## src/design/uart_rx_pkg.sv

```systemverilog
package uart_rx_pkg;

	// one received data byte
	typedef logic [7:0] rx_byte_t;

	// read bus word that carries the byte in every lane
	typedef logic [31:0] rx_word_t;

	typedef enum logic [1:0] {
		IDLE      = 2'b00,
		START_BIT = 2'b01,
		DATA_BITS = 2'b10,
		STOP_BIT  = 2'b11
	} rx_state_t;

	// ticks per serial bit
	localparam int OVERSAMPLE = 16;

	// data bits per 8N1 frame
	localparam int NUM_DATA_BITS = 8;

endpackage
```

## src/design/uart_rx_deserializer.sv

```systemverilog
`timescale 1ns/100ps

module uart_rx_deserializer (
	input  logic                   baud_rx_clock,
	input  logic                   i_rst_n,
	input  logic                   i_tick,
	input  logic                   i_rx,
	output logic                   o_byte_valid,
	output uart_rx_pkg::rx_byte_t  o_byte_data,
	output logic                   o_frame_error,
	output uart_rx_pkg::rx_state_t o_state
);

	localparam int SW = $clog2(uart_rx_pkg::OVERSAMPLE);
	localparam int BW = $clog2(uart_rx_pkg::NUM_DATA_BITS);
	localparam int DW = $bits(uart_rx_pkg::rx_byte_t);

	localparam logic [SW-1:0] LAST_SAMPLE = SW'(uart_rx_pkg::OVERSAMPLE - 1);
	// the first low sample lags the edge by up to a tick and seven more ticks land near mid-bit
	localparam logic [SW-1:0] START_MID = SW'(uart_rx_pkg::OVERSAMPLE / 2 - 2);
	localparam logic [BW-1:0] LAST_BIT = BW'(uart_rx_pkg::NUM_DATA_BITS - 1);

	logic [1:0]             rx_sync;
	logic                   rx_line;
	uart_rx_pkg::rx_state_t state;
	logic [SW-1:0]          sample_cnt;
	logic [BW-1:0]          bit_cnt;
	uart_rx_pkg::rx_byte_t  shift_reg;
	logic                   data_sample;

	assign rx_line     = rx_sync[1];
	assign o_state     = state;
	assign o_byte_data = shift_reg;

	assign data_sample = i_tick && (state == uart_rx_pkg::DATA_BITS) &&
		(sample_cnt == LAST_SAMPLE);

	// the idle line is high, so the synchronizer comes out of reset high
	always_ff @(posedge baud_rx_clock or negedge i_rst_n) begin
		if (!i_rst_n) begin
			rx_sync <= 2'b11;
		end else begin
			rx_sync <= {rx_sync[0], i_rx};
		end
	end

	always_ff @(posedge baud_rx_clock or negedge i_rst_n) begin
		if (!i_rst_n) begin
			state         <= uart_rx_pkg::IDLE;
			sample_cnt    <= '0;
			bit_cnt       <= '0;
			o_byte_valid  <= 1'b0;
			o_frame_error <= 1'b0;
		end else begin
			o_byte_valid  <= 1'b0;
			o_frame_error <= 1'b0;
			if (i_tick) begin
				unique case (state)
					uart_rx_pkg::IDLE: begin
						if (!rx_line) begin
							state      <= uart_rx_pkg::START_BIT;
							sample_cnt <= '0;
						end
					end
					uart_rx_pkg::START_BIT: begin
						if (sample_cnt == START_MID) begin
							sample_cnt <= '0;
							bit_cnt    <= '0;
							// a line that is high again was only a glitch
							if (rx_line) begin
								state <= uart_rx_pkg::IDLE;
							end else begin
								state <= uart_rx_pkg::DATA_BITS;
							end
						end else begin
							sample_cnt <= sample_cnt + 1'b1;
						end
					end
					uart_rx_pkg::DATA_BITS: begin
						if (sample_cnt == LAST_SAMPLE) begin
							sample_cnt <= '0;
							if (bit_cnt == LAST_BIT) begin
								state <= uart_rx_pkg::STOP_BIT;
							end else begin
								bit_cnt <= bit_cnt + 1'b1;
							end
						end else begin
							sample_cnt <= sample_cnt + 1'b1;
						end
					end
					uart_rx_pkg::STOP_BIT: begin
						if (sample_cnt == LAST_SAMPLE) begin
							state <= uart_rx_pkg::IDLE;
							if (rx_line) begin
								o_byte_valid <= 1'b1;
							end else begin
								o_frame_error <= 1'b1;
							end
						end else begin
							sample_cnt <= sample_cnt + 1'b1;
						end
					end
				endcase
			end
		end
	end

	// LSB arrives first, so bits enter at the top and move down
	always_ff @(posedge baud_rx_clock or negedge i_rst_n) begin
		if (!i_rst_n) begin
			shift_reg <= '0;
		end else if (data_sample) begin
			shift_reg <= {rx_line, shift_reg[DW-1:1]};
		end
	end

endmodule

```

## config.mk

```make
export PLATFORM = sky130hd
export DESIGN_NAME = uart_rx_deserializer
export DESIGN_NICKNAME = d
export VERILOG_FILES = /design/src/design/uart_rx_pkg.sv /design/src/design/uart_rx_deserializer.sv
export SDC_FILE = /design/constraint.sdc
export NUM_CORES = 1
export LEC_CHECK = 0
export BUFFER_PORTS_ARGS = -buffer_cell sky130_fd_sc_hd__clkbuf_2
export CORE_ASPECT_RATIO = 1.5
export CORE_MARGIN = 2
export CORE_UTILIZATION = 48
export CTS_BUF_LIST = sky130_fd_sc_hd__clkbuf_4 sky130_fd_sc_hd__clkbuf_8 sky130_fd_sc_hd__clkbuf_16
export DETAILED_ROUTE_END_ITERATION = 12
export MAX_ROUTING_LAYER = met4
export PLACE_DENSITY = 0.68
export SLEW_MARGIN = 20
export SYNTH_ARGS = -nofsm -noshare
export SYNTH_HDL_FRONTEND = slang
export SYNTH_SLANG_ARGS = --single-unit
```

## constraint.sdc

```tcl
create_clock -name baud_rx_clock -period 2.8 [get_ports baud_rx_clock]
set_clock_uncertainty 0.1 [all_clocks]
set_input_delay 0.42 -clock baud_rx_clock [delete_from_list [all_inputs] [get_ports baud_rx_clock]]
set_output_delay 0.42 -clock baud_rx_clock [all_outputs]
set_load 0.02 [all_outputs]
```

==> results_dict.tcl <==
set metrics [dict create \
    async_reset_ff_frac 1.00 \
    n_fill_cell 177 \
    synth.cell_area_um2 1010 \
    worstPathRequired_ps 2900 \
    final_hold_viol_count 0 \
    grt_max_degree 22 \
    hpwl_um 1280 \
    fp.dieArea_um2 2500 \
    wl_per_cell_um 13.8 \
    dr.pass1.iters 4 \
    ir_drop_uv 432 \
    netlist_instances 89 \
    min_from "i_rx" \
    cts_resized 0 \
    drv_slew 0 \
    n_antenna_cell 0 \
    p_per_area_nw_per_um2 832 \
    clock-root-buffer "clkbuf_4" \
    synth_ff_type "dfrtp_1" \
    vias 711 \
    die_y_um 60.3 \
    ff2ff_path_depth 6 \
    setup_viol 0 \
    fp.coreArea_um2 2000 \
    setup_ws_ps 841 \
    grt_usage 0.158 \
    whs_endpoint "rx_sync[0]$_DFF_PN1_" \
    nets 115 \
    rsz0062_at_grt "no" \
    crit_arrival_ps 2060 \
    rrSetupSlack_ps 840 \
    yosysUniqueCellTypes 29 \
    clk_latency_ps 300 \
    grt_pass1_vias 696 \
    power_leakage_uw 0.000557 \
    min_path_type "in2reg" \
    grt_use_met1 0.175 \
    ys_seq_elements 21 \
    regToRegEndpoint "bit_cnt[0]$_DFFE_PN0P_" \
    final_util 0.569 \
    critPathLaunchType "register" \
    min_period_over_period 0.700 \
    total_power_uw 947 \
    dieWidth_um 41.5 \
    tns_ps 0 \
    avgSynthCellArea_um2 11.4 \
    fin_area_um2 1140 \
    via_per_inst 5.55 \
    area.growth.synth_to_final_pct 12.3 \
    timing.fmax_mhz 510 \
    met3_usage 0.0272 \
    period_minus_slack_ps 1960 \
    drv_cap 0 \
    postPlaceCellArea_um2 1100 \
    grt_busiest_layer "met2" \
    endpoint_kind "register" \
    clkSinkCount 21 \
    syn_nets 97 \
    r2r-start "sample_cnt[0]$_DFFE_PN0P_" \
    synth.top_cell.area_share 0.469 \
    grt_antenna_before_repair 0 \
    yosysTopAreaCell "dfrtp_1" \
    rows 20 \
    grt_pass1_wl_um 2880 \
    worst_slew_pin_slew_ps 512 \
    synth-seq-area-share 0.521 \
    relSlewSlack 0.659 \
    cts_made_buffers 3 \
    grtUsageMet2 0.270 \
    place_ws_ps 870 \
    seqCellArea_um2 528 \
    synth_edf_count 0 \
    yosys-top-cells-count "dfrtp_1 (19), mux2_2 (8), nor2_1 (8), o21ai_0 (6)" \
    path_max_fanout 6 \
    yosys_warnings 0 \
    cts_tree "built" \
    drive_above_1_share 0.330 \
    outcome "complete, no violations" \
    wl_um 1760 \
    gp_congestion 0.839 \
    detail-route-antenna-nets 0 \
    cts_buffer_depth 2 \
    cts_max_level 1 \
    pin_count 16 \
    start_util 0.506 \
    path_clk_slew_ps 120 \
    yosysMostFrequentCell "dfrtp_1" \
    dr.first_iter.drc_count 16 \
    path_class "reg2reg" \
    multi_input_area_um2 449 \
    io_buffers 15 \
    whs_path_depth 1 \
    synth_area_leaders "dfrtp_1 (47%), mux2_2 (8.9%), dfstp_2 (5.2%)" \
    drc 0 \
    gr-total-overflow 0 \
    postCtsSetupBuffers 0 \
]
==> metal layers <==
metal | up-vias | wire length (µm)
met4 | 0 | 19
met5 | - | 0
met3 | 2 | 50
li1 | 354 | -
met1 | 342 | 771
met2 | 13 | 922
==> cells by family after synthesis <==
group                    count (synthesis)  synth area share
XOR/XNOR                                 1           0.00864
adder cells (fa/ha/maj)                  4            0.0494
AND/OR/NAND/NOR                         28             0.152
buffers and inverters                    8            0.0358
multiplexers                            11             0.133
AO/OA/AOI/OAI                           16             0.100
flip-flops                              21             0.521
==> worst max path at each step <==
stage / start / to / slack, ps
finish: sample_cnt[0]$_DFFE_PN0P_ / bit_cnt[0]$_DFFE_PN0P_ / 840
global route: sample_cnt[0]$_DFFE_PN0P_ / o_byte_data[2]$_DFFE_PN0P_ / 700
CTS: sample_cnt[0]$_DFFE_PN0P_ / bit_cnt[0]$_DFFE_PN0P_ / 850
detailed placement: sample_cnt[0]$_DFFE_PN0P_ / o_byte_data[2]$_DFFE_PN0P_ / 870
global placement: sample_cnt[0]$_DFFE_PN0P_ / bit_cnt[2]$_DFFE_PN0P_ / 920
floorplan: sample_cnt[0]$_DFFE_PN0P_ / bit_cnt[0]$_DFFE_PN0P_ / 990
==> critical path, cell delays in order, from the launching register on <==
cell and delay (ps):
dfrtp_1 450, inv_1 80, ha_1 140, nor3b_1 320, a211o_1 240, and3_4 230, mux2_4 300
==> flip-flops by register name, indices dropped and copies added, names as in the netlist, named ones only <==
register       flops
o_byte_valid       1
rx_sync            2
o_state            1
o_byte_data        8
o_frame_error      1
sample_cnt         4
bit_cnt            3
==> final cells by class <==
| cell class | count | area share |
|---|---|---|
| clock inverters | 1 | 0.00659 |
| well taps | 22 | 0.0242 |
| multi-input cells | 60 | 0.395 |
| flip-flops and latches | 21 | 0.464 |
| repair buffers | 16 | 0.0747 |
| inverters | 5 | 0.0165 |
| clock buffers | 3 | 0.0198 |
==> metrics by stage <==
step           hold WS (ps)  std cells
2_1_floorplan          24.4         89
5_1_grt                64.8        128
3_5_place_dp            251        123
4_1_cts                78.7        128
6_report               88.1        128
3_3_place_gp            249        123
==> repair_timing <==
action | CTS | global route
hold endpoints to repair | 19 | 0
hold buffers | 1 | 0
endpoints found under the setup margin | 0 | 0
==> report_power, final <==
part           switching [µW]  leakage [µW]  internal (µW)  total [µW]
combinational             172      0.000273            156         328
sequential                103      0.000270            368         471
clock                    94.0     0.0000139           54.4         148
==> layout by cell type, fill, tap and decap left out <==
| cell type | netlist | layout |
|---|---|---|
| xnor2_1 | 1 | 1 |
| dfstp_2 | 2 | 2 |
| o211ai_1 | 1 | 1 |
| and4b_1 | 1 | 1 |
| clkbuf_2 | 0 | 15 |
| a41oi_1 | 3 | 3 |
| a21oi_1 | 3 | 3 |
| and3_4 | 1 | 1 |
| a211oi_1 | 1 | 1 |
| and2_1 | 1 | 1 |
| mux2_4 | 3 | 3 |
| dlygate4sd3_1 | 0 | 1 |
| nor2_2 | 1 | 1 |
| a211o_1 | 1 | 1 |
| nor2_1 | 8 | 8 |
| o21ai_0 | 6 | 6 |
| or3b_2 | 1 | 1 |
| clkinvlp_4 | 0 | 1 |
| and4_1 | 1 | 1 |
| mux2_2 | 8 | 8 |
| nand2_1 | 5 | 5 |
| dfrtp_1 | 19 | 19 |
| nand4_1 | 2 | 2 |
| ha_1 | 4 | 4 |
| nor3b_1 | 1 | 1 |
| inv_1 | 5 | 5 |
| clkbuf_4 | 0 | 3 |
| nor3_1 | 2 | 2 |
| nand3_1 | 1 | 1 |
| a31oi_1 | 1 | 1 |
| nand2b_1 | 3 | 3 |
No activity file was read; power rests on OpenSTA's default activity.
