===== src/design/uart_rx_pkg.sv =====
package uart_rx_pkg;

	// one received data byte
	typedef logic [7:0] rx_byte_t;

	// read bus word that carries the byte in every lane
	typedef logic [31:0] rx_word_t;

	typedef enum logic [1:0] {
		IDLE      = 2'b00,
		START_BIT = 2'b01,
		DATA_BITS = 2'b10,
		STOP_BIT  = 2'b11
	} rx_state_t;

	// ticks per serial bit
	localparam int OVERSAMPLE = 16;

	// data bits per 8N1 frame
	localparam int NUM_DATA_BITS = 8;

endpackage

===== src/design/rx_read_port.sv =====
`timescale 1ns/100ps

module rx_read_port (
	input  logic                  baud_rx_clock,
	input  logic                  i_rst_n,
	input  logic                  i_request,
	input  logic                  i_fifo_empty,
	input  uart_rx_pkg::rx_byte_t i_fifo_rdata,
	output logic                  o_fifo_read,
	output uart_rx_pkg::rx_word_t o_rdata,
	output logic                  o_ready,
	output logic                  o_waiting
);

	typedef enum logic [1:0] {
		CHECK   = 2'b00,
		POP     = 2'b01,
		PRESENT = 2'b10,
		HOLD    = 2'b11
	} port_state_t;

	port_state_t state;

	always_ff @(posedge baud_rx_clock or negedge i_rst_n) begin
		if (!i_rst_n) begin
			state       <= CHECK;
			o_fifo_read <= 1'b0;
			o_rdata     <= '0;
			o_ready     <= 1'b0;
			o_waiting   <= 1'b0;
		end else begin
			o_fifo_read <= 1'b0;
			unique case (state)
				CHECK: begin
					if (!i_request) begin
						o_waiting <= 1'b0;
					end else if (!i_fifo_empty) begin
						o_waiting   <= 1'b0;
						o_fifo_read <= 1'b1;
						state       <= POP;
					end else begin
						o_waiting <= 1'b1;
					end
				end
				// the FIFO registers the popped byte during this cycle
				POP: begin
					state <= PRESENT;
				end
				PRESENT: begin
					if (i_request) begin
						o_rdata <= {4{i_fifo_rdata}};
						o_ready <= 1'b1;
						state   <= HOLD;
					end else begin
						state <= CHECK;
					end
				end
				HOLD: begin
					// one request takes one byte, so stay here until the master lets go
					if (!i_request) begin
						o_ready <= 1'b0;
						state   <= CHECK;
					end
				end
			endcase
		end
	end

endmodule


===== config.mk =====
export PLATFORM = sky130hd
export DESIGN_NAME = rx_read_port
export DESIGN_NICKNAME = d
export VERILOG_FILES = /design/src/design/uart_rx_pkg.sv /design/src/design/rx_read_port.sv
export SDC_FILE = /design/constraint.sdc
export NUM_CORES = 1
export LEC_CHECK = 0
export BUFFER_PORTS_ARGS = -buffer_cell sky130_fd_sc_hd__buf_2
export CORE_UTILIZATION = 23
export CTS_CLUSTER_SIZE = 20
export DETAILED_ROUTE_END_ITERATION = 8
export GPL_ROUTABILITY_DRIVEN = 0
export PLACE_DENSITY = 0.47
export SKIP_CTS_REPAIR_TIMING = 1
export SLEW_MARGIN = 20
export SYNTH_ARGS = -nofsm -noshare
export SYNTH_HDL_FRONTEND = slang
export SYNTH_SLANG_ARGS = --single-unit
export TNS_END_PERCENT = 100

===== constraint.sdc =====
create_clock -name baud_rx_clock -period 2.61 [get_ports baud_rx_clock]
set_input_delay 0.3915 -clock baud_rx_clock [delete_from_list [all_inputs] [get_ports baud_rx_clock]]
set_output_delay 0.3915 -clock baud_rx_clock [all_outputs]
set_load 0.01 [all_outputs]

==> results of run 1 <==
[report_power, final]
part           leakage (nW)  internal (mW)  switching (mW)
Sequential            0.155          0.262          0.0571
Combinational         0.261          0.190           0.197
Clock                0.0150         0.0592          0.0641
Total                 0.431          0.510           0.318
[per-stage QoR]
| step | utilization | instances | power [mW] | instance area, um^2 | setup slack (ns) |
|---|---|---|---|---|---|
| floorplan | - | 57 | 0.710 | 688 | 1.54 |
| global placement | 0.275 | 109 | 0.716 | 772 | 1.45 |
| detailed placement | 0.275 | 109 | 0.716 | 772 | 1.44 |
| CTS | 0.285 | 113 | 0.843 | 798 | 1.36 |
| global route | 0.288 | 114 | 0.889 | 808 | 1.33 |
| finish | 0.288 | 114 | 0.828 | 808 | 1.39 |
[per-layer routing]
| metal | share of wire | vias to the layer above | global-route usage |
|---|---|---|---|
| met2 | 0.45 | 29 | 0.0969 |
| met4 | 0.035 | 0 | 0.0857 |
| met1 | 0.41 | 204 | 0.0883 |
| met3 | 0.10 | 4 | 0.0184 |
| met5 | 0 | - | 0 |
| li1 | - | 219 | - |
[cells in the final DEF, fill, tap and decap left out]
cell type / n
o21ai_0: 1
dfrtp_1: 13
mux2_2: 9
dlygate4sd3_1: 1
buf_2: 46
o2bb2ai_1: 1
nor2_1: 1
nor4b_1: 1
nand2_1: 1
clkbuf_1: 1
o31ai_1: 1
a21oi_1: 1
nand2b_1: 1
o21a_1: 1
nand3b_4: 1
clkbuf_4: 3
[worst reg2reg max path: stages (launching register included)]
cell and delay, ns:
dfrtp_1 0.44, nand3b_4 0.24, mux2_2 0.35
[state kept, by name (all words and copies together) (netlist names)]
name / flops
o_waiting: 1
o_fifo_read: 1
o_ready: 1
state: 2
o_rdata: 8
[kinds of logic (layout without fill, tap and decap cells)]
logic type / after synthesis / after routing / synth area share
buf+inv: 25 / 51 / 0.269
simple gates: 5 / 5 / 0.0618
mux: 9 / 9 / 0.147
flops: 13 / 13 / 0.473
compound gates: 5 / 5 / 0.0491
[area by class of cell]
cell class / count / area share
sequential: 13 / 0.402
timing repair buffer: 47 / 0.297
multi-input combinational: 19 / 0.220
tap: 31 / 0.0480
clock buffer: 4 / 0.0325
[path summary, 6_finish.rpt]
path / from / endpoint / slack, ns / cells after the start
setup / recovery: o_rdata[24]$_DFFE_PN0P_ / o_rdata[8] / 1.39 / 1
hold / removal: i_fifo_empty / o_fifo_read$_DFF_PN0_ / 0.31 / 2
min in group asynchronous: i_rst_n / o_rdata[23]$_DFFE_PN0P_ / 0.53 / 2
hold reg to reg: o_ready$_DFFE_PN0P_ / o_ready$_DFFE_PN0P_ / 0.51 / 1
setup reg to reg: state[0]$_DFFE_PN0P_ / o_rdata[30]$_DFFE_PN0P_ / 1.48 / 2
max in group asynchronous: i_rst_n / o_rdata[26]$_DFFE_PN0P_ / 1.86 / 2
==> results.cfg, run 1 <==
[logic_synthesis]
syn_nets = 69
yosysMostFrequentCell = buf_4
synth_common_cells = buf_4, dfrtp_1, mux2_2
synth.avg_cell_area_um2 = 12.1
synth.distinct_cells = 14
netlist_instances = 57
ys_ff_latch = 13
netlist.area_leader.share = 0.473
synth_top_cells_by_area = dfrtp_1, buf_4, mux2_2, nand3b_4, nor4b_1
ys.warnings.count = 0
synthFlopType = dfrtp_1
synth_top_cell_by_area = dfrtp_1
synth_edf_count = 0
ys_seq_area_frac = 0.473
async_reset_ff_frac = 1.00
synth_area_um2 = 688

[pwr]
ir_drop_mv = 0.187
p_leak_nw = 0.431
p_per_area_nw_per_um2 = 1020

[place]
place_hpwl_um = 805
place.port_buffers = 46

[sta]
period_needed_ns = 1.22
hold_viol_final = 0
period_share = 0.469
max_freq_ghz = 0.817
tightest_slew_ns = 0.296
drv_slew = 0
tns_ns = 0
slew-limit-headroom = 0.802
rsz0062_at_grt = no
clock_skew_ns = 0.000528
hold_slack_ns = 0.306
setup_viol = 0

[die]
die_area_um2 = 3210
io_pins = 47
fp.dieH_um = 56.7
coreArea_um2 = 2810
chipWidth_um = 56.7
num_rows = 19
start_util = 0.245

[route]
vias_per_cell = 4.00
vias = 456
post_drt_wl_per_cell_um = 9.45
routed_wl_mm = 1.08
drtIter0Drc = 15
firstDrtPassIters = 6
antenna_left = 0
drc = 12

[clocking]
clock_path_buffers = 2
root_buffer = clkbuf_4
numClockSinks = 13
numCtsBuffers = 3
cts.clk_slew.worst_paths_ns = 0.08
insertion_delay_ns = 0.27
tritoncts = done
h-tree-depth = 1

[final_layout]
areaGrowthSynthToFinish_pct = 17.5
register_area_um2 = 325
antenna_cells = 0
drive_gt1_frac = 0.711
fin_nets = 96
fill_cells = 305
multi_input_area_um2 = 178

[global_routing]
grt_overflow_total = 0
grt_max_degree = 14
grt_usage = 0.0733
grt_pass1_wl_mm = 1.67
grt_pass1_vias = 381
antenna_found_initial = 0

[setup_path]
crit_family = flip-flops
critical_path_required_ns = 2.22
critPathMaxStageDelay_ns = 0.41
path_class = reg2out
path_cells = buf_2
cp.buffers_inverters = 1
crit_path_end_kind = output port
path_max_fanout = 5
cp_slowest_cell = dfrtp_1
arrival_ns = 0.83
critPathLaunchType = register

[flow_run]
cap_violations = 0

[outcome]
violations = design-rule violations
status = complete, but fails checks

[min_path]
worstHoldPathType = in2reg
Note: power is estimated with default switching activity, not from simulation.
==> run 2, diff against run 1 <==
ABC_AREA = 1   (was default)
PLACE_DENSITY = 0.48   (was 0.47)
clock period = 1 ns   (was 2.61 ns; I/O delays follow)
==> results.cfg, run 2 <==
[die]
die_area_um2 = 3410
chipWidth_um = 58.4
coreArea_um2 = 3030
num_rows = 20
io_pins = 47
start_util = 0.241
fp.dieH_um = 58.4

[sta]
drv_slew = 0
max_freq_ghz = 1.01
tightest_slew_ns = 0.293
setup_viol = 0
period_needed_ns = 0.989
slew-limit-headroom = 0.804
hold_viol_final = 0
clock_skew_ns = 0.00712
rsz0062_at_grt = yes
period_share = 0.989
hold_slack_ns = 0.0459

[final_layout]
final_cell_mix = buf_2, nand2_1, dfrtp_1
layout_commonest_cell = buf_2
reg_top3 = o_rdata x8, state x2
drive_gt1_frac = 0.604
antenna_cells = 0
fill_cells = 334
fin_util = 0.304
fin_nets = 124
largest_reg_flops = 8
largest_register = o_rdata
areaGrowthSynthToFinish_pct = 25.9

[logic_synthesis]
synthXorXnorAreaFrac = 0
synth_top_cell_by_area = dfrtp_1
synth.distinct_cells = 11
ys_ff_latch = 13
ys_seq_area_frac = 0.445
netlist_instances = 79
synth_common_cells = buf_4, dfrtp_1, nand2_1, inv_1, o21ai_2
yosysMostFrequentCell = buf_4
synth_top_family_by_area = buffers and inverters
netlist.area_leader.share = 0.445
async_reset_ff_frac = 1.00
synthFlopType = dfrtp_1
synthAdderAreaFrac = 0
syn_nets = 91
ys.warnings.count = 0
synthMuxAreaShare = 0
synth_compound_area_frac = 0.116
synth_top_cells_by_area = dfrtp_1, buf_4, o21ai_2, nand2_1, inv_1
synth_area_um2 = 731
synth_edf_count = 0
synth.avg_cell_area_um2 = 9.25
synth-simple-area-share = 0.115

[global_routing]
grt_overflow_total = 0
grt_max_degree = 18
antenna_found_initial = 0
grt_usage = 0.0732
grt_pass1_vias = 402
grt_pass1_wl_mm = 1.79

[clocking]
numClockSinks = 13
numCtsBuffers = 3
root_buffer = clkbuf_4
cts.clk_slew.worst_paths_ns = 0.08
tritoncts = done
clock_path_buffers = 2
insertion_delay_ns = 0.27
h-tree-depth = 1

[setup_path]
reg2regPathDepth = 4
path_max_fanout = 5
path_cells = buf_2
r2r-start = state[0]$_DFFE_PN0P_
crit_end = o_rdata[25]
critPathMaxStageDelay_ns = 0.41
path_class = reg2out
critPathLaunchType = register
crit_family = flip-flops
cp_slowest_cell = dfrtp_1
crit_path_end_kind = output port
crit_start = o_rdata[25]$_DFFE_PN0P_
cp.buffers_inverters = 1
crit_cells = 1
timing.rr.end = o_rdata[23]$_DFFE_PN0P_
critical_path_required_ns = 0.85
rrSetupSlack_ns = 0.06
arrival_ns = 0.84

[min_path]
min_path_cells = 2
worstHoldPathType = in2reg

[outcome]
status = complete, no violations

[place]
place.port_buffers = 46
place_hpwl_um = 908

[pwr]
total_power_mw = 2.92
ir_drop_mv = 0.481
p_per_area_nw_per_um2 = 3180
p_leak_nw = 0.541

[route]
vias = 541
post_drt_wl_per_cell_um = 8.68
antenna_left = 0
routed_wl_mm = 1.35
drc = 0
firstDrtPassIters = 5
drtIter0Drc = 11
vias_per_cell = 3.49

[flow_run]
cap_violations = 0
run 2: power breakdown:
part / switching, mW / internal, mW
Sequential: 0.250 / 0.764
Combinational: 0.850 / 0.737
Clock: 0.165 / 0.154
Total: 1.26 / 1.66
run 2: metrics by stage:
stage               worst slack (ns)  instances  cell area, um^2  setup TNS (ns)
CTS                          -0.0537        148              851          -0.517
floorplan                     0.0477         79              731               0
finish                        0.0109        155              920               0
detailed placement           -0.0274        144              825          -0.160
global placement            -0.00231        144              825        -0.00464
global route                 -0.0437        155              920          -0.984
run 2: area by class of cell:
cell class	instances	area [um^2]	share of cell area
sequential	13	327	0.355
timing repair buffer	52	278	0.302
multi-input combinational	30	189	0.205
tap	44	55.1	0.0599
inverter	12	45.0	0.0490
clock buffer	4	26.3	0.0286
run 2: logic make-up after synthesis:
family	count (synthesis)
buf+inv	37
compound gates	11
flops	13
simple gates	18
run 2: per-layer routing:
metal  wire (um)  up-vias  GRT usage
met4           0        0     0.0714
met1         620      232     0.0954
li1            -      282          -
met3          75        0     0.0132
met5           0        -          0
met2         650       27      0.100
run 2: worst min path at each step:
stage                     slack (ns)                       to         start
final                           0.05    o_fifo_read$_DFF_PN0_  i_fifo_empty
after global routing            0.04    o_fifo_read$_DFF_PN0_  i_fifo_empty
after CTS                      -0.26  o_rdata[24]$_DFFE_PN0P_       i_rst_n
after detailed placement        0.06  o_rdata[24]$_DFFE_PN0P_       i_rst_n
after global placement          0.06  o_rdata[24]$_DFFE_PN0P_       i_rst_n
after floorplan                -0.15    o_fifo_read$_DFF_PN0_       i_rst_n
==> run 3, diff against run 2 <==
CAP_MARGIN = 40   (was default)
CORE_UTILIZATION = 37   (was 23)
PLACE_DENSITY = 0.71   (was 0.48)
==> results.cfg, run 3 (synthesis gave the netlist of run 2 again) <==
[global_routing]
antenna_found_initial = 0
grt_pass1_vias = 411
grt_max_degree = 18
grt_pass1_wl_mm = 1.61
grt_overflow_total = 0
grt_usage = 0.111

[clocking]
root_buffer = clkbuf_4
h-tree-depth = 1
numCtsBuffers = 3
insertion_delay_ns = 0.27
cts.clk_slew.worst_paths_ns = 0.08
numClockSinks = 13
tritoncts = done
clock_path_buffers = 2

[pwr]
swShare = 0.432
p_per_area_nw_per_um2 = 3280
p_leak_nw = 0.542
p_sw_mw = 1.29
ir_drop_mv = 1.46
p_seq_frac = 0.331
combPwrFrac = 0.562
p_int_mw = 1.70
clkPwrFrac = 0.108

[sta]
period_share = 0.986
tightest_slew_ns = 0.300
setup_viol = 0
clock_skew_ns = 0.00235
max_freq_ghz = 1.01
slew-limit-headroom = 0.800
period_needed_ns = 0.986
hold_viol_final = 0
drv_slew = 0
rsz0062_at_grt = yes
tns_ns = 0

[final_layout]
final_cell_mix = buf_2, nand2_1, dfrtp_1
largest_register = o_rdata
fin_nets = 124
layout_commonest_cell = buf_2
drive_gt1_frac = 0.604
antenna_cells = 0
largest_reg_flops = 8
areaGrowthSynthToFinish_pct = 24.7
fin_util = 0.511
reg_top3 = o_rdata x8, state x2
finalNonFillerCells = 136

[place]
dp.cells = 126
place_hpwl_um = 853
place.port_buffers = 46

[setup_path]
timing.rr.end = o_rdata[28]$_DFFE_PN0P_
path_cells = buf_2
reg2regPathDepth = 3
rrSetupSlack_ns = 0.05
path_class = reg2out
cp.buffers_inverters = 1
arrival_ns = 0.84
r2r-start = state[0]$_DFFE_PN0P_
crit_family = flip-flops
path_max_fanout = 5
critPathMaxStageDelay_ns = 0.41
cp_slowest_cell = dfrtp_1
critical_path_required_ns = 0.85
critPathLaunchType = register
crit_path_end_kind = output port

[route]
vias_per_cell = 4.15
drc = 0
vias = 565
drtIter0Drc = 9
routed_wl_mm = 1.28
firstDrtPassIters = 4
antenna_left = 0
post_drt_wl_per_cell_um = 9.41

[die]
coreArea_um2 = 1780
die_area_um2 = 2160
num_rows = 15
io_pins = 47
fp.dieH_um = 46.4
start_util = 0.410
chipWidth_um = 46.4

[min_path]
worstHoldStart = i_fifo_empty
whs_endpoint = o_fifo_read$_DFF_PN0_
worstHoldPathType = in2reg
min_path_cells = 2

[flow_run]
cap_violations = 0

[outcome]
status = complete, no violations
==> run 3: cell count changes in the layout (fill, tap and decap cells not counted) <==
cell     change
buf_4        -2
buf_12       +1
nand3_2      +1
==> run 3: layout make-up <==
type | count | area, um^2
inverters | 12 | 45.0
multi-input cells | 31 | 199
repair buffers | 51 | 283
fillers | 173 | 872
clock buffers | 4 | 26.3
flip-flops and latches | 13 | 327
well taps | 25 | 31.3
==> run 3: layer usage <==
| layer | wire length, um | track usage |
|---|---|---|
| met3 | 90 | 0.0235 |
| met1 | 533 | 0.126 |
| met4 | 0 | 0.0882 |
| met5 | 0 | 0 |
| met2 | 656 | 0.178 |
==> run 3: worst max path at each step <==
stage | cells past startpoint | startpoint | slack, ns | end
after CTS | 4 | state[0]$_DFFE_PN0P_ | -0.04 | o_rdata[23]$_DFFE_PN0P_
final | 1 | o_rdata[30]$_DFFE_PN0P_ | 0.01 | o_rdata[30]
after detailed placement | 4 | state[0]$_DFFE_PN0P_ | -0.02 | o_rdata[28]$_DFFE_PN0P_
after floorplan | 5 | state[0]$_DFFE_PN0P_ | 0.05 | o_rdata[28]$_DFFE_PN0P_
after global routing | 1 | o_rdata[29]$_DFFE_PN0P_ | -0.05 | o_rdata[21]
after global placement | 4 | state[0]$_DFFE_PN0P_ | 0.02 | o_rdata[23]$_DFFE_PN0P_
==> run 3: stage by stage <==
step                hold WS [ns]  power, mW  cell area (um^2)  setup WS [ns]
floorplan                 -0.146       2.37               731         0.0477
global placement          0.0454       2.43               808         0.0242
detailed placement        0.0570       2.46               808        -0.0188
CTS                       -0.251       2.80               835        -0.0367
global route              0.0389       3.30               911        -0.0519
finish                    0.0465       2.99               911         0.0140
==> run 3: power groups by stage <==
stage / clock network [mW] / registers, mW / logic [mW]
6_report: 0.322 / 0.989 / 1.68
4_1_cts: 0.344 / 0.977 / 1.48
2_1_floorplan: 0 / 1.09 / 1.28
3_5_place_dp: 0 / 0.987 / 1.47
3_3_place_gp: 0 / 0.970 / 1.46
5_1_grt: 0.377 / 1.04 / 1.88
