## config.mk

```make
export PLATFORM = sky130hd
export DESIGN_NAME = rx_fifo
export DESIGN_NICKNAME = d
export VERILOG_FILES = /design/src/design/uart_rx_pkg.sv /design/src/design/rx_fifo.sv
export SDC_FILE = /design/constraint.sdc
export NUM_CORES = 1
export LEC_CHECK = 0
export ABC_AREA = 1
export CAP_MARGIN = 20
export CORE_ASPECT_RATIO = 1.4
export CORE_MARGIN = 1
export CORE_UTILIZATION = 60
export DETAILED_ROUTE_END_ITERATION = 12
export DONT_BUFFER_PORTS = 1
export PLACE_DENSITY = 0.77
export SLEW_MARGIN = 20
export SYNTH_ARGS = -nofsm -noshare
export SYNTH_HDL_FRONTEND = slang
export SYNTH_SLANG_ARGS = --single-unit
```

## constraint.sdc

```tcl
create_clock -name baud_rx_clock -period 3.1 [get_ports baud_rx_clock]
set_input_delay 0.465 -clock baud_rx_clock [delete_from_list [all_inputs] [get_ports baud_rx_clock]]
set_output_delay 0.465 -clock baud_rx_clock [all_outputs]
set_load 0.1 [all_outputs]
```

## src/design/uart_rx_pkg.sv

```systemverilog
package uart_rx_pkg;

	// one received data byte
	typedef logic [7:0] rx_byte_t;

	// read bus word that carries the byte in every lane
	typedef logic [31:0] rx_word_t;

	typedef enum logic [1:0] {
		IDLE      = 2'b00,
		START_BIT = 2'b01,
		DATA_BITS = 2'b10,
		STOP_BIT  = 2'b11
	} rx_state_t;

	// ticks per serial bit
	localparam int OVERSAMPLE = 16;

	// data bits per 8N1 frame
	localparam int NUM_DATA_BITS = 8;

endpackage
```

## src/design/rx_fifo.sv

```systemverilog
`timescale 1ns/100ps

module rx_fifo #(
	parameter int DEPTH = 4
) (
	input  logic                  baud_rx_clock,
	input  logic                  i_rst_n,
	input  logic                  i_write,
	input  uart_rx_pkg::rx_byte_t i_wdata,
	input  logic                  i_read,
	output uart_rx_pkg::rx_byte_t o_rdata,
	output logic                  o_empty,
	output logic                  o_overflow
);

	localparam int AW = (DEPTH > 1) ? $clog2(DEPTH) : 1;

	if (DEPTH < 2 || (DEPTH & (DEPTH - 1)) != 0) begin : g_depth_check
		$error("rx_fifo: DEPTH must be a power of two and at least 2");
	end

	uart_rx_pkg::rx_byte_t mem [DEPTH];

	logic [AW-1:0] wr_ptr;
	logic [AW-1:0] rd_ptr;
	logic [AW:0]   count;
	logic          empty;
	logic          full;
	logic          do_write;
	logic          do_read;

	assign empty   = (count == '0);
	assign full    = (count == (AW + 1)'(DEPTH));
	assign o_empty = empty;

	// a pop in the same cycle frees the slot that a write into a full FIFO needs
	assign do_read  = i_read && !empty;
	assign do_write = i_write && (!full || do_read);

	always_ff @(posedge baud_rx_clock or negedge i_rst_n) begin
		if (!i_rst_n) begin
			wr_ptr     <= '0;
			rd_ptr     <= '0;
			count      <= '0;
			o_overflow <= 1'b0;
		end else begin
			o_overflow <= i_write && !do_write;
			if (do_write) begin
				wr_ptr <= wr_ptr + 1'b1;
			end
			if (do_read) begin
				rd_ptr <= rd_ptr + 1'b1;
			end
			case ({do_write, do_read})
				2'b10:   count <= count + 1'b1;
				2'b01:   count <= count - 1'b1;
				default: count <= count;
			endcase
		end
	end

	always_ff @(posedge baud_rx_clock) begin
		if (do_write) begin
			mem[wr_ptr] <= i_wdata;
		end
	end

	always_ff @(posedge baud_rx_clock or negedge i_rst_n) begin
		if (!i_rst_n) begin
			o_rdata <= '0;
		end else if (do_read) begin
			o_rdata <= mem[rd_ptr];
		end
	end

endmodule

```

==> run summary, run 1 <==
Sequential-to-total area share from yosys stat - 0.676
GRT Overall Usage - 0.228
Average instance area after synthesis - 11.2 µm²
Critical path buffer and inverter count - 1
Starting Density - 0.638
DRT Pass-1 Iters - 4
Sequence of cells on the critical path - nor2_2 > nand2_2 > inv_1
Setup total negative slack - 0 ns
Kind of start point of the critical path - register
CP peak stage delay - 0.61 ns
Die Width - 51.0 µm
Worst clock skew - 0.00431 ns
Clock transition at the register clock pins on the worst setup and hold paths after CTS - 0.09 ns
TritonCTS clock tree - yes
Area used by multi-input combinational logic - 547 µm²
Number of vias per cell - 5.46
Capturing element type of the critical path - output pin
Count of buffers inserted at the top-level ports - 0
Net count after synthesis - 196
Detail-routed net length per standard cell - 15.4 µm
I/O pin total - 22
Final number of max-transition violations - 0
Register Area - 0.00136 mm²
Iter 0 DRT Violations - 55
Core area - 0.00315 mm²
TritonCTS buffer count - 5
Layout fillers - 228
Site Rows - 24
Endpoint required time on the critical path - 2.63 ns
CTS H-tree lvls - 2
Number of nets at the end of the flow - 199
Startpoint of the most critical setup path - count[0]
Global-route wire length before repair - 5.80 mm
Number of setup violations in the final report - 0
Category of cells accounting for the largest share of critical-path delay - buffers and inverters
Root buf cell - clkbuf_8
Largest fanout of any net on the critical path - 3
Setup slack of the worst register-to-register path - 1.28 ns
Critical R2R Launch - count[2]
Startpoint of the tightest hold check path - i_wdata[7]
Die area - 0.00359 mm²
Antenna diode instance count - 0
Die H - 70.5 µm
Final cycle utilization of the critical path - 0.657
Transition at the pin with the smallest max-transition slack - 0.926 ns
Synth-to-layout area growth - 5.03%
Class of the tightest hold or removal check - in -> reg
Worst-path cell with the longest stage delay - inv_1
Routed Antenna Nets - 0
Tightest slew margin relative to the limit - 0.382
Arrival @ worst endpoint - 1.57 ns
Fraction of layout instances using a drive strength above 1 - 0.0874
Hpwl dp - 2.43 mm
Cell total after placement - 213
GRT overflow - 0
Post-route DRC - 0
Finished Core Util - 0.671
Min Clock Period, post-route - 2.04 ns
Maximum buffer depth of the clock tree - 2
Number of distinct library cell variants in the gate-level netlist after synthesis - 19
WL final - 3.42 mm
Vias in the first global route - 1304
RSZ-0062 raised after global routing - no
Post-Synthesis Cell Area - 0.00201 mm²
Result of the run - finished, final reports clean
Number of failing hold endpoints at the final stage - 0
Setup fix buffers added after clock tree synthesis - 0
Pin count of the biggest net entering global routing - 19
Highest clock rate - 491 MHz
Number of clock sinks - 48
Max_cap viols - 0
Clock latency at the later pin of the worst-skew pair - 0.30 ns
Worst Path Class, Setup - reg -> out
Via count of the routed design - 1212
Final GP Congestion - 0.778
Number of instances in the synthesized netlist - 179
Synthesis warning total - 0
Post-synthesis sequential element count - 48
Initial antenna violation count - 0
Final cell count without fillers - 222
[final cells by class]
type	instances	area share
Sequential cell	48	0.644
Clock inverter	3	0.0107
Inverter	15	0.0266
Clock buffer	5	0.0325
Tap cell	39	0.0231
Multi-Input combinational cell	111	0.259
Timing Repair Buffer	1	0.00473
[layout by cell type, fill, tap and decap left out, types with 2 or more instances in the layout]
master / n
nand3_1: 5
clkbuf_8: 5
inv_2: 2
o21ai_0: 16
inv_1: 13
nor2_1: 57
dfrtp_1: 16
edfxtp_1: 32
nand2_2: 3
a21oi_1: 9
xor2_1: 2
nand2_1: 11
ha_1: 4
[cell usage after synthesis]
master    instances  area, µm²
xor2_1            2       17.5
nand3_1           5       25.0
inv_2             2       7.51
a21oi_1           9       45.0
nand2_2           3       18.8
nand3_4           1       17.5
dfrtp_1          16        400
buf_6             3       33.8
ha_1              4       50.1
nor2_4            1       11.3
nand2_1          11       41.3
o21ai_0          16       80.1
fa_1              1       20.0
nor2_2            1       6.26
edfxtp_1         32        961
nor2_1           57        214
inv_1            13       48.8
buf_4             1       7.51
clkbuf_4          1       7.51
[final timing paths]
path | cells past startpoint | to
max | 3 | o_empty
min | 0 | mem[0][7]
max reg2reg | 5 | mem[3][5]
min reg2reg | 2 | count[2]
max in group asynchronous | 1 | o_rdata[1]
min in group asynchronous | 1 | rd_ptr[1]
[cell families after synthesis]
logic type,synth area share
AO/OA/AOI/OAI,0.0622
XOR/XNOR,0.00870
adder cells (fa/ha/maj),0.0348
buffers and inverters,0.0522
flip-flops,0.676
AND/OR/NAND/NOR,0.166
[sequential cells by signal, summed over array words and instances, names as in the netlist]
signal,cells
count,3
mem,32
o_overflow,1
o_rdata,8
rd_ptr,2
wr_ptr,2
[layer usage]
layer  share of wire  up-vias  GRT usage  wire, µm
li1                -      591          -         -
met1            0.37      564      0.261      1280
met2            0.53       49      0.382      1820
met3           0.073        8     0.0796       248
met4           0.022        0     0.0988        76
met5               0        -          0         0
[repair_timing]
item                                   in CTS  in global routing
endpoints found under the hold margin      16                  0
resized for setup                           0                  0
hold buffers                                1                  0
[metrics by stage]
stage          cell area, µm²  hold WS (ns)  setup WS, ns
2_1_floorplan            2010         0.169          1.46
3_3_place_gp             2010         0.170          1.36
3_5_place_dp             2010         0.170          1.28
4_1_cts                  2110         0.239          1.05
5_1_grt                  2110         0.234          1.01
6_report                 2110         0.253          1.06
[worst reg2reg max path: stages (launching register included)]
cell and delay (ns):
dfrtp_1 0.39, inv_1 0.11, nor2_1 0.05, nand2_1 0.15, nand2_1 0.20, nor2_1 0.56
Power of run 1 is not shown: default switching activity piles up to over one toggle a cycle in this logic, so the estimate is an artifact.
==> run 2: changes to the inputs <==
- ABC_AREA: 1 -> 0
- CORE_UTILIZATION: 60 -> 55
- PLACE_DENSITY: 0.77 -> 0.74
- clock period: 3.1 -> 1.7 ns (I/O delays scaled with it)
==> run 2 against run 1 <==
The run now ends with negative setup slack left; design area is 14% higher; clock skew about the same; first-iteration DRC count down 44%; non-clock buffer count is 30 higher; setup slack got worse by 1.3 ns; area after synthesis fell by 1.4%; wire length is 5.4% lower; largest cell class unchanged.
==> run summary, run 2 <==
Count of buffers inserted at the top-level ports - 0
DRT Pass-1 Iters - 4
Number of setup violations in the final report - 2
Category of cells accounting for the largest share of critical-path delay - simple AND/OR/NAND/NOR gates
Sequence of cells on the critical path - buf_4 > inv_1 > fa_2 > or3b_1 > and3_1 > a221o_1
Register Area - 0.00136 mm²
Async S/R FF share, synth - 0.333
Via count of the routed design - 1050
Net count after synthesis - 129
Highest clock rate - 526 MHz
Synth cell count leaders - 32 x edfxtp_1, 16 x dfrtp_1, 9 x mux2_2, 8 x mux4_2, 7 x inv_1
Final number of max-transition violations - 0
Capturing element type of the critical path - register
Pin count of the biggest net entering global routing - 17
Antenna diode instance count - 0
Sequential-to-total area share from yosys stat - 0.686
Arrival @ worst endpoint - 2.09 ns
Area used by multi-input combinational logic - 604 µm²
Worst-path cell with the longest stage delay - dfrtp_1
Clock latency at the later pin of the worst-skew pair - 0.30 ns
Number of vias per cell - 5.65
Finished Cell Area - 0.00242 mm²
Die area - 0.00386 mm²
Initial antenna violation count - 0
Fraction of layout instances using a drive strength above 1 - 0.459
Number of failing hold endpoints at the final stage - 0
Root buf cell - clkbuf_8
Number of cells on the critical path - 6
Max FFs per register - 32
Cell with the most instances after synthesis - edfxtp_1
Library cell with the largest summed area after synthesis - edfxtp_1
Post-layout worst setup margin - -0.202 ns
Layout fillers - 224
Post-Synthesis Cell Area - 0.00198 mm²
TritonCTS clock tree - yes
TritonCTS buffer count - 5
Site Rows - 25
RSZ-0062 raised after global routing - yes
Ranking of synthesized cells by area - edfxtp_1 48%, dfrtp_1 20%, mux4_2 9.1%
Starting Density - 0.582
Post-synthesis sequential element count - 48
Largest fanout of any net on the critical path - 6
Iter 0 DRT Violations - 31
Routed Antenna Nets - 0
Vias in the first global route - 1163
Clock transition at the register clock pins on the worst setup and hold paths after CTS - 0.08 ns
Worst Path Class, Setup - reg -> reg
Post-synth EDFFs - 32
Post-place instance area - 0.00225 mm²
Worst clock skew - 0.00419 ns
Transition at the pin with the smallest max-transition slack - 0.782 ns
Cell count of the worst reg-to-reg path - 6
Synth-to-layout area growth - 21.9%
Die H - 73.1 µm
Most common library cell in the layout ignoring fill and taps - edfxtp_1
Final cycle utilization of the critical path - 1.12
WL final - 3.23 mm
Final GP Congestion - 0.681
Hold depth - 0
Core area - 0.00341 mm²
Violated checks - negative setup slack
Leading cell types in the layout, fill and taps excluded - 32 x edfxtp_1, 25 x buf_4, 16 x dfrtp_1
Max_cap viols - 0
Number of nets at the end of the flow - 162
Dominant synthesized flop cell - edfxtp_1
CP peak stage delay - 0.38 ns
Maximum buffer depth of the clock tree - 2
I/O pin total - 22
Post-route DRC - 0
Critical path buffer and inverter count - 2
Number of clock sinks - 48
Largest reg by FF count - mem
Number of distinct library cell variants in the gate-level netlist after synthesis - 28
Min Clock Period, post-route - 1.90 ns
Detail-routed net length per standard cell - 17.4 µm
Largest registers - mem (32), o_rdata (8), count (3)
Synthesis warning total - 0
GRT Overall Usage - 0.204
Die Width - 52.8 µm
Global-route wire length before repair - 5.27 mm
Result of the run - finished with violations
Class of the tightest hold or removal check - in -> reg
GRT overflow - 0
Tightest slew margin relative to the limit - 0.477
CTS H-tree lvls - 2
Endpoint required time on the critical path - 1.89 ns
Number of instances in the synthesized netlist - 112
Kind of start point of the critical path - register
Fraction of post-synthesis cell area in the top cell type by area - 0.484
Average instance area after synthesis - 17.7 µm²
-- run 2: changes by cell type after synthesis, moves of 8 or more --
cell and delta:
a21oi_1 -9, nand2_1 -11, mux4_2 +8, mux2_2 +9, nor2_1 -55, o21ai_0 -14
-- run 2: final cells by class --
| type | count | area share |
|---|---|---|
| Timing Repair Buffer | 31 | 0.116 |
| Clock inverter | 2 | 0.00620 |
| Sequential cell | 48 | 0.563 |
| Inverter | 7 | 0.0109 |
| Multi-Input combinational cell | 52 | 0.250 |
| Tap cell | 40 | 0.0207 |
| Clock buffer | 6 | 0.0341 |
-- run 2: metal layers --
metal | global-route usage | up-vias | wire [µm]
met5 | 0 | - | 0
met4 | 0.0877 | 0 | 59
met2 | 0.360 | 24 | 1830
met3 | 0.0604 | 6 | 137
li1 | - | 482 | -
met1 | 0.221 | 538 | 1210
-- run 2: metrics by stage --
stage          std cells  utilization  TNS (ns)  hold WS, ns  setup WS, ns
2_1_floorplan        112            -    -0.834      -0.0406        -0.465
3_3_place_gp         173        0.660    -0.196      -0.0401        -0.196
3_5_place_dp         173        0.660    -0.323      -0.0401        -0.251
4_1_cts              187        0.708    -0.242       0.0322        -0.221
5_1_grt              186        0.710    -0.854       0.0249        -0.268
6_report             186        0.710    -0.202       0.0456        -0.202
-- run 2: worst paths after layout --
| check | slack [ns] | startpoint | to |
|---|---|---|---|
| worst max-delay path | -0.20 | count[1] | count[2] |
| worst min-delay path | 0.05 | i_wdata[7] | mem[1][7] |
| worst max register to register | -0.20 | count[1] | count[2] |
| worst min register to register | 0.51 | o_rdata[0] | o_rdata[0] |
| max in group asynchronous | 0.74 | i_rst_n | wr_ptr[0] |
| min in group asynchronous | 0.48 | i_rst_n | o_rdata[5] |
-- run 2: repair_timing --
item                                    4_1_cts  5_1_grt
gates resized for setup                       5        4
setup buffers                                 5        0
endpoints found under the setup margin       25       36
pin swaps                                     5        3
hold endpoints to repair                     16        0
hold buffers                                  1        0
-- run 2: logic make-up after synthesis --
kind of cell	Yosys count	share of synthesized area
buffers and inverters	12	0.0328
muxes	17	0.142
adders and majority gates	5	0.0353
xor gates and xnor gates	5	0.0221
and+or+nand+nor	18	0.0555
DFF	48	0.686
AOI/OAI and AO/OA	7	0.0265
Power of run 2 is left out for the same reason.
==> run 3: changes to the inputs <==
- PLACE_DENSITY: 0.74 -> 0.73
==> run 3 against run 2 <==
The flow still finishes with violations (negative setup slack); sequential share of layout area rose by 2.3 points; final cell count fell by 4.3%; setup slack lost 0.052 ns; die area unchanged; maximum frequency fell by 2.6%; clock-buffer cell count decreased by 1; clock skew grew 0.0031 ns; wire length increased by 2.4%; largest cell class unchanged.
==> run summary, run 3 (synthesized netlist as in run 2, its figures left out) <==
Result of the run - finished with violations
Violated checks - negative setup slack
Max_cap viols - 0
Final cycle utilization of the critical path - 1.15
Arrival @ worst endpoint - 2.14 ns
Setup total negative slack - -0.263 ns
Hold depth - 0
Worst hold slack after final layout - 0.0476 ns
Via count of the routed design - 1016
WL final - 3.31 mm
Clock latency at the later pin of the worst-skew pair - 0.30 ns
Endpoint required time on the critical path - 1.89 ns
Worst clock skew - 0.00729 ns
Count of buffers inserted at the top-level ports - 0
Kind of start point of the critical path - register
Iter 0 DRT Violations - 19
Number of failing hold endpoints at the final stage - 0
Fraction of layout instances using a drive strength above 1 - 0.435
Vias in the first global route - 1111
Number of nets at the end of the flow - 154
Starting Density - 0.582
Tightest slew margin relative to the limit - 0.460
Largest reg by FF count - mem
CTS H-tree lvls - 2
Layout fillers - 230
Worst-path cell with the longest stage delay - or3b_4
Most common library cell in the layout ignoring fill and taps - edfxtp_1
Largest registers - mem (32), o_rdata (8), count (3)
Post-layout worst setup margin - -0.253 ns
Pin count of the biggest net entering global routing - 17
CP peak stage delay - 0.38 ns
Class of the tightest hold or removal check - in -> reg
TritonCTS buffer count - 5
GRT overflow - 0
DRT Pass-1 Iters - 4
Transition at the pin with the smallest max-transition slack - 0.807 ns
Number of vias per cell - 5.71
GRT Overall Usage - 0.206
Finished Core Util - 0.681
Sequence of cells on the critical path - o31ai_2 > or2_4 > fa_2 > or3b_4 > and3_4 > a221o_1
Die H - 73.1 µm
Highest clock rate - 512 MHz
Die area - 0.00386 mm²
RSZ-0062 raised after global routing - yes
Core area - 0.00341 mm²
TritonCTS clock tree - yes
Cell count of the worst reg-to-reg path - 6
Initial antenna violation count - 0
Clock transition at the register clock pins on the worst setup and hold paths after CTS - 0.08 ns
Final cell count without fillers - 178
Max FFs per register - 32
Post-route DRC - 0
Capturing element type of the critical path - register
Worst Path Class, Setup - reg -> reg
Number of clock sinks - 48
Global-route wire length before repair - 5.26 mm
Leading cell types in the layout, fill and taps excluded - 32 x edfxtp_1, 19 x buf_4, 16 x dfrtp_1
Detail-routed net length per standard cell - 18.6 µm
Final number of max-transition violations - 0
Number of setup violations in the final report - 2
Largest fanout of any net on the critical path - 2
Min Clock Period, post-route - 1.95 ns
Cell total after placement - 168
I/O pin total - 22
Die Width - 52.8 µm
Hpwl dp - 2.32 mm
Final GP Congestion - 0.651
Root buf cell - clkbuf_8
Routed Antenna Nets - 0
Antenna diode instance count - 0
Synth-to-layout area growth - 17.1%
Site Rows - 25
Maximum buffer depth of the clock tree - 2
-- run 3: cell types whose count changed in the layout (fill, tap and decap cells not counted), moves of 2 or more --
cell        change
buf_4           -6
and2_2          +2
buf_12          -2
clkinv_2        +2
clkinvlp_4      -2
-- run 3: critical path, delay by kind of cell (launching register included) --
kind                       cells  cell delay (ns)
and+or+nand+nor                3             0.77
adders and majority gates      1             0.37
DFF                            1             0.37
AOI/OAI and AO/OA              2             0.34
-- run 3: repair_timing --
action / 4_1_cts / 5_1_grt
hold buffers: 1 / 0
pin swaps: 4 / 4
endpoints found under the setup margin: 33 / 34
endpoints found under the hold margin: 16 / 0
buffers inserted: 1 / 1
resized for setup: 4 / 7
-- run 3: per-stage QoR --
stage | setup WS [ns] | instance area, µm²
2_1_floorplan | -0.465 | 2000
3_3_place_gp | -0.194 | 2190
3_5_place_dp | -0.278 | 2190
4_1_cts | -0.266 | 2300
5_1_grt | -0.300 | 2320
6_report | -0.253 | 2320
-- run 3: final timing paths --
kind | endpoint | slack [ns] | startpoint
max | count[2] | -0.25 | count[2]
min | mem[0][2] | 0.05 | i_wdata[2]
max reg2reg | count[2] | -0.25 | count[2]
min reg2reg | o_rdata[0] | 0.51 | o_rdata[0]
max in group asynchronous | count[1] | 0.72 | i_rst_n
min in group asynchronous | wr_ptr[0] | 0.49 | i_rst_n
-- run 3: area by class of cell --
class	count	area [µm²]	share of cell area
Timing Repair Buffer	23	195	0.0840
Sequential cell	48	1360	0.586
Clock inverter	3	18.8	0.00808
Clock buffer	5	68.8	0.0296
Inverter	7	26.3	0.0113
Tap cell	40	50.0	0.0215
Multi-Input combinational cell	52	603	0.260
-- run 3: layer usage --
layer | vias to the layer above | global-route usage | part of all wire
met3 | 7 | 0.0625 | 0.046
met4 | 0 | 0.105 | 0.025
met1 | 521 | 0.226 | 0.39
li1 | 466 | - | -
met2 | 22 | 0.350 | 0.54
met5 | - | 0 | 0
Power of run 3 is left out for the same reason.
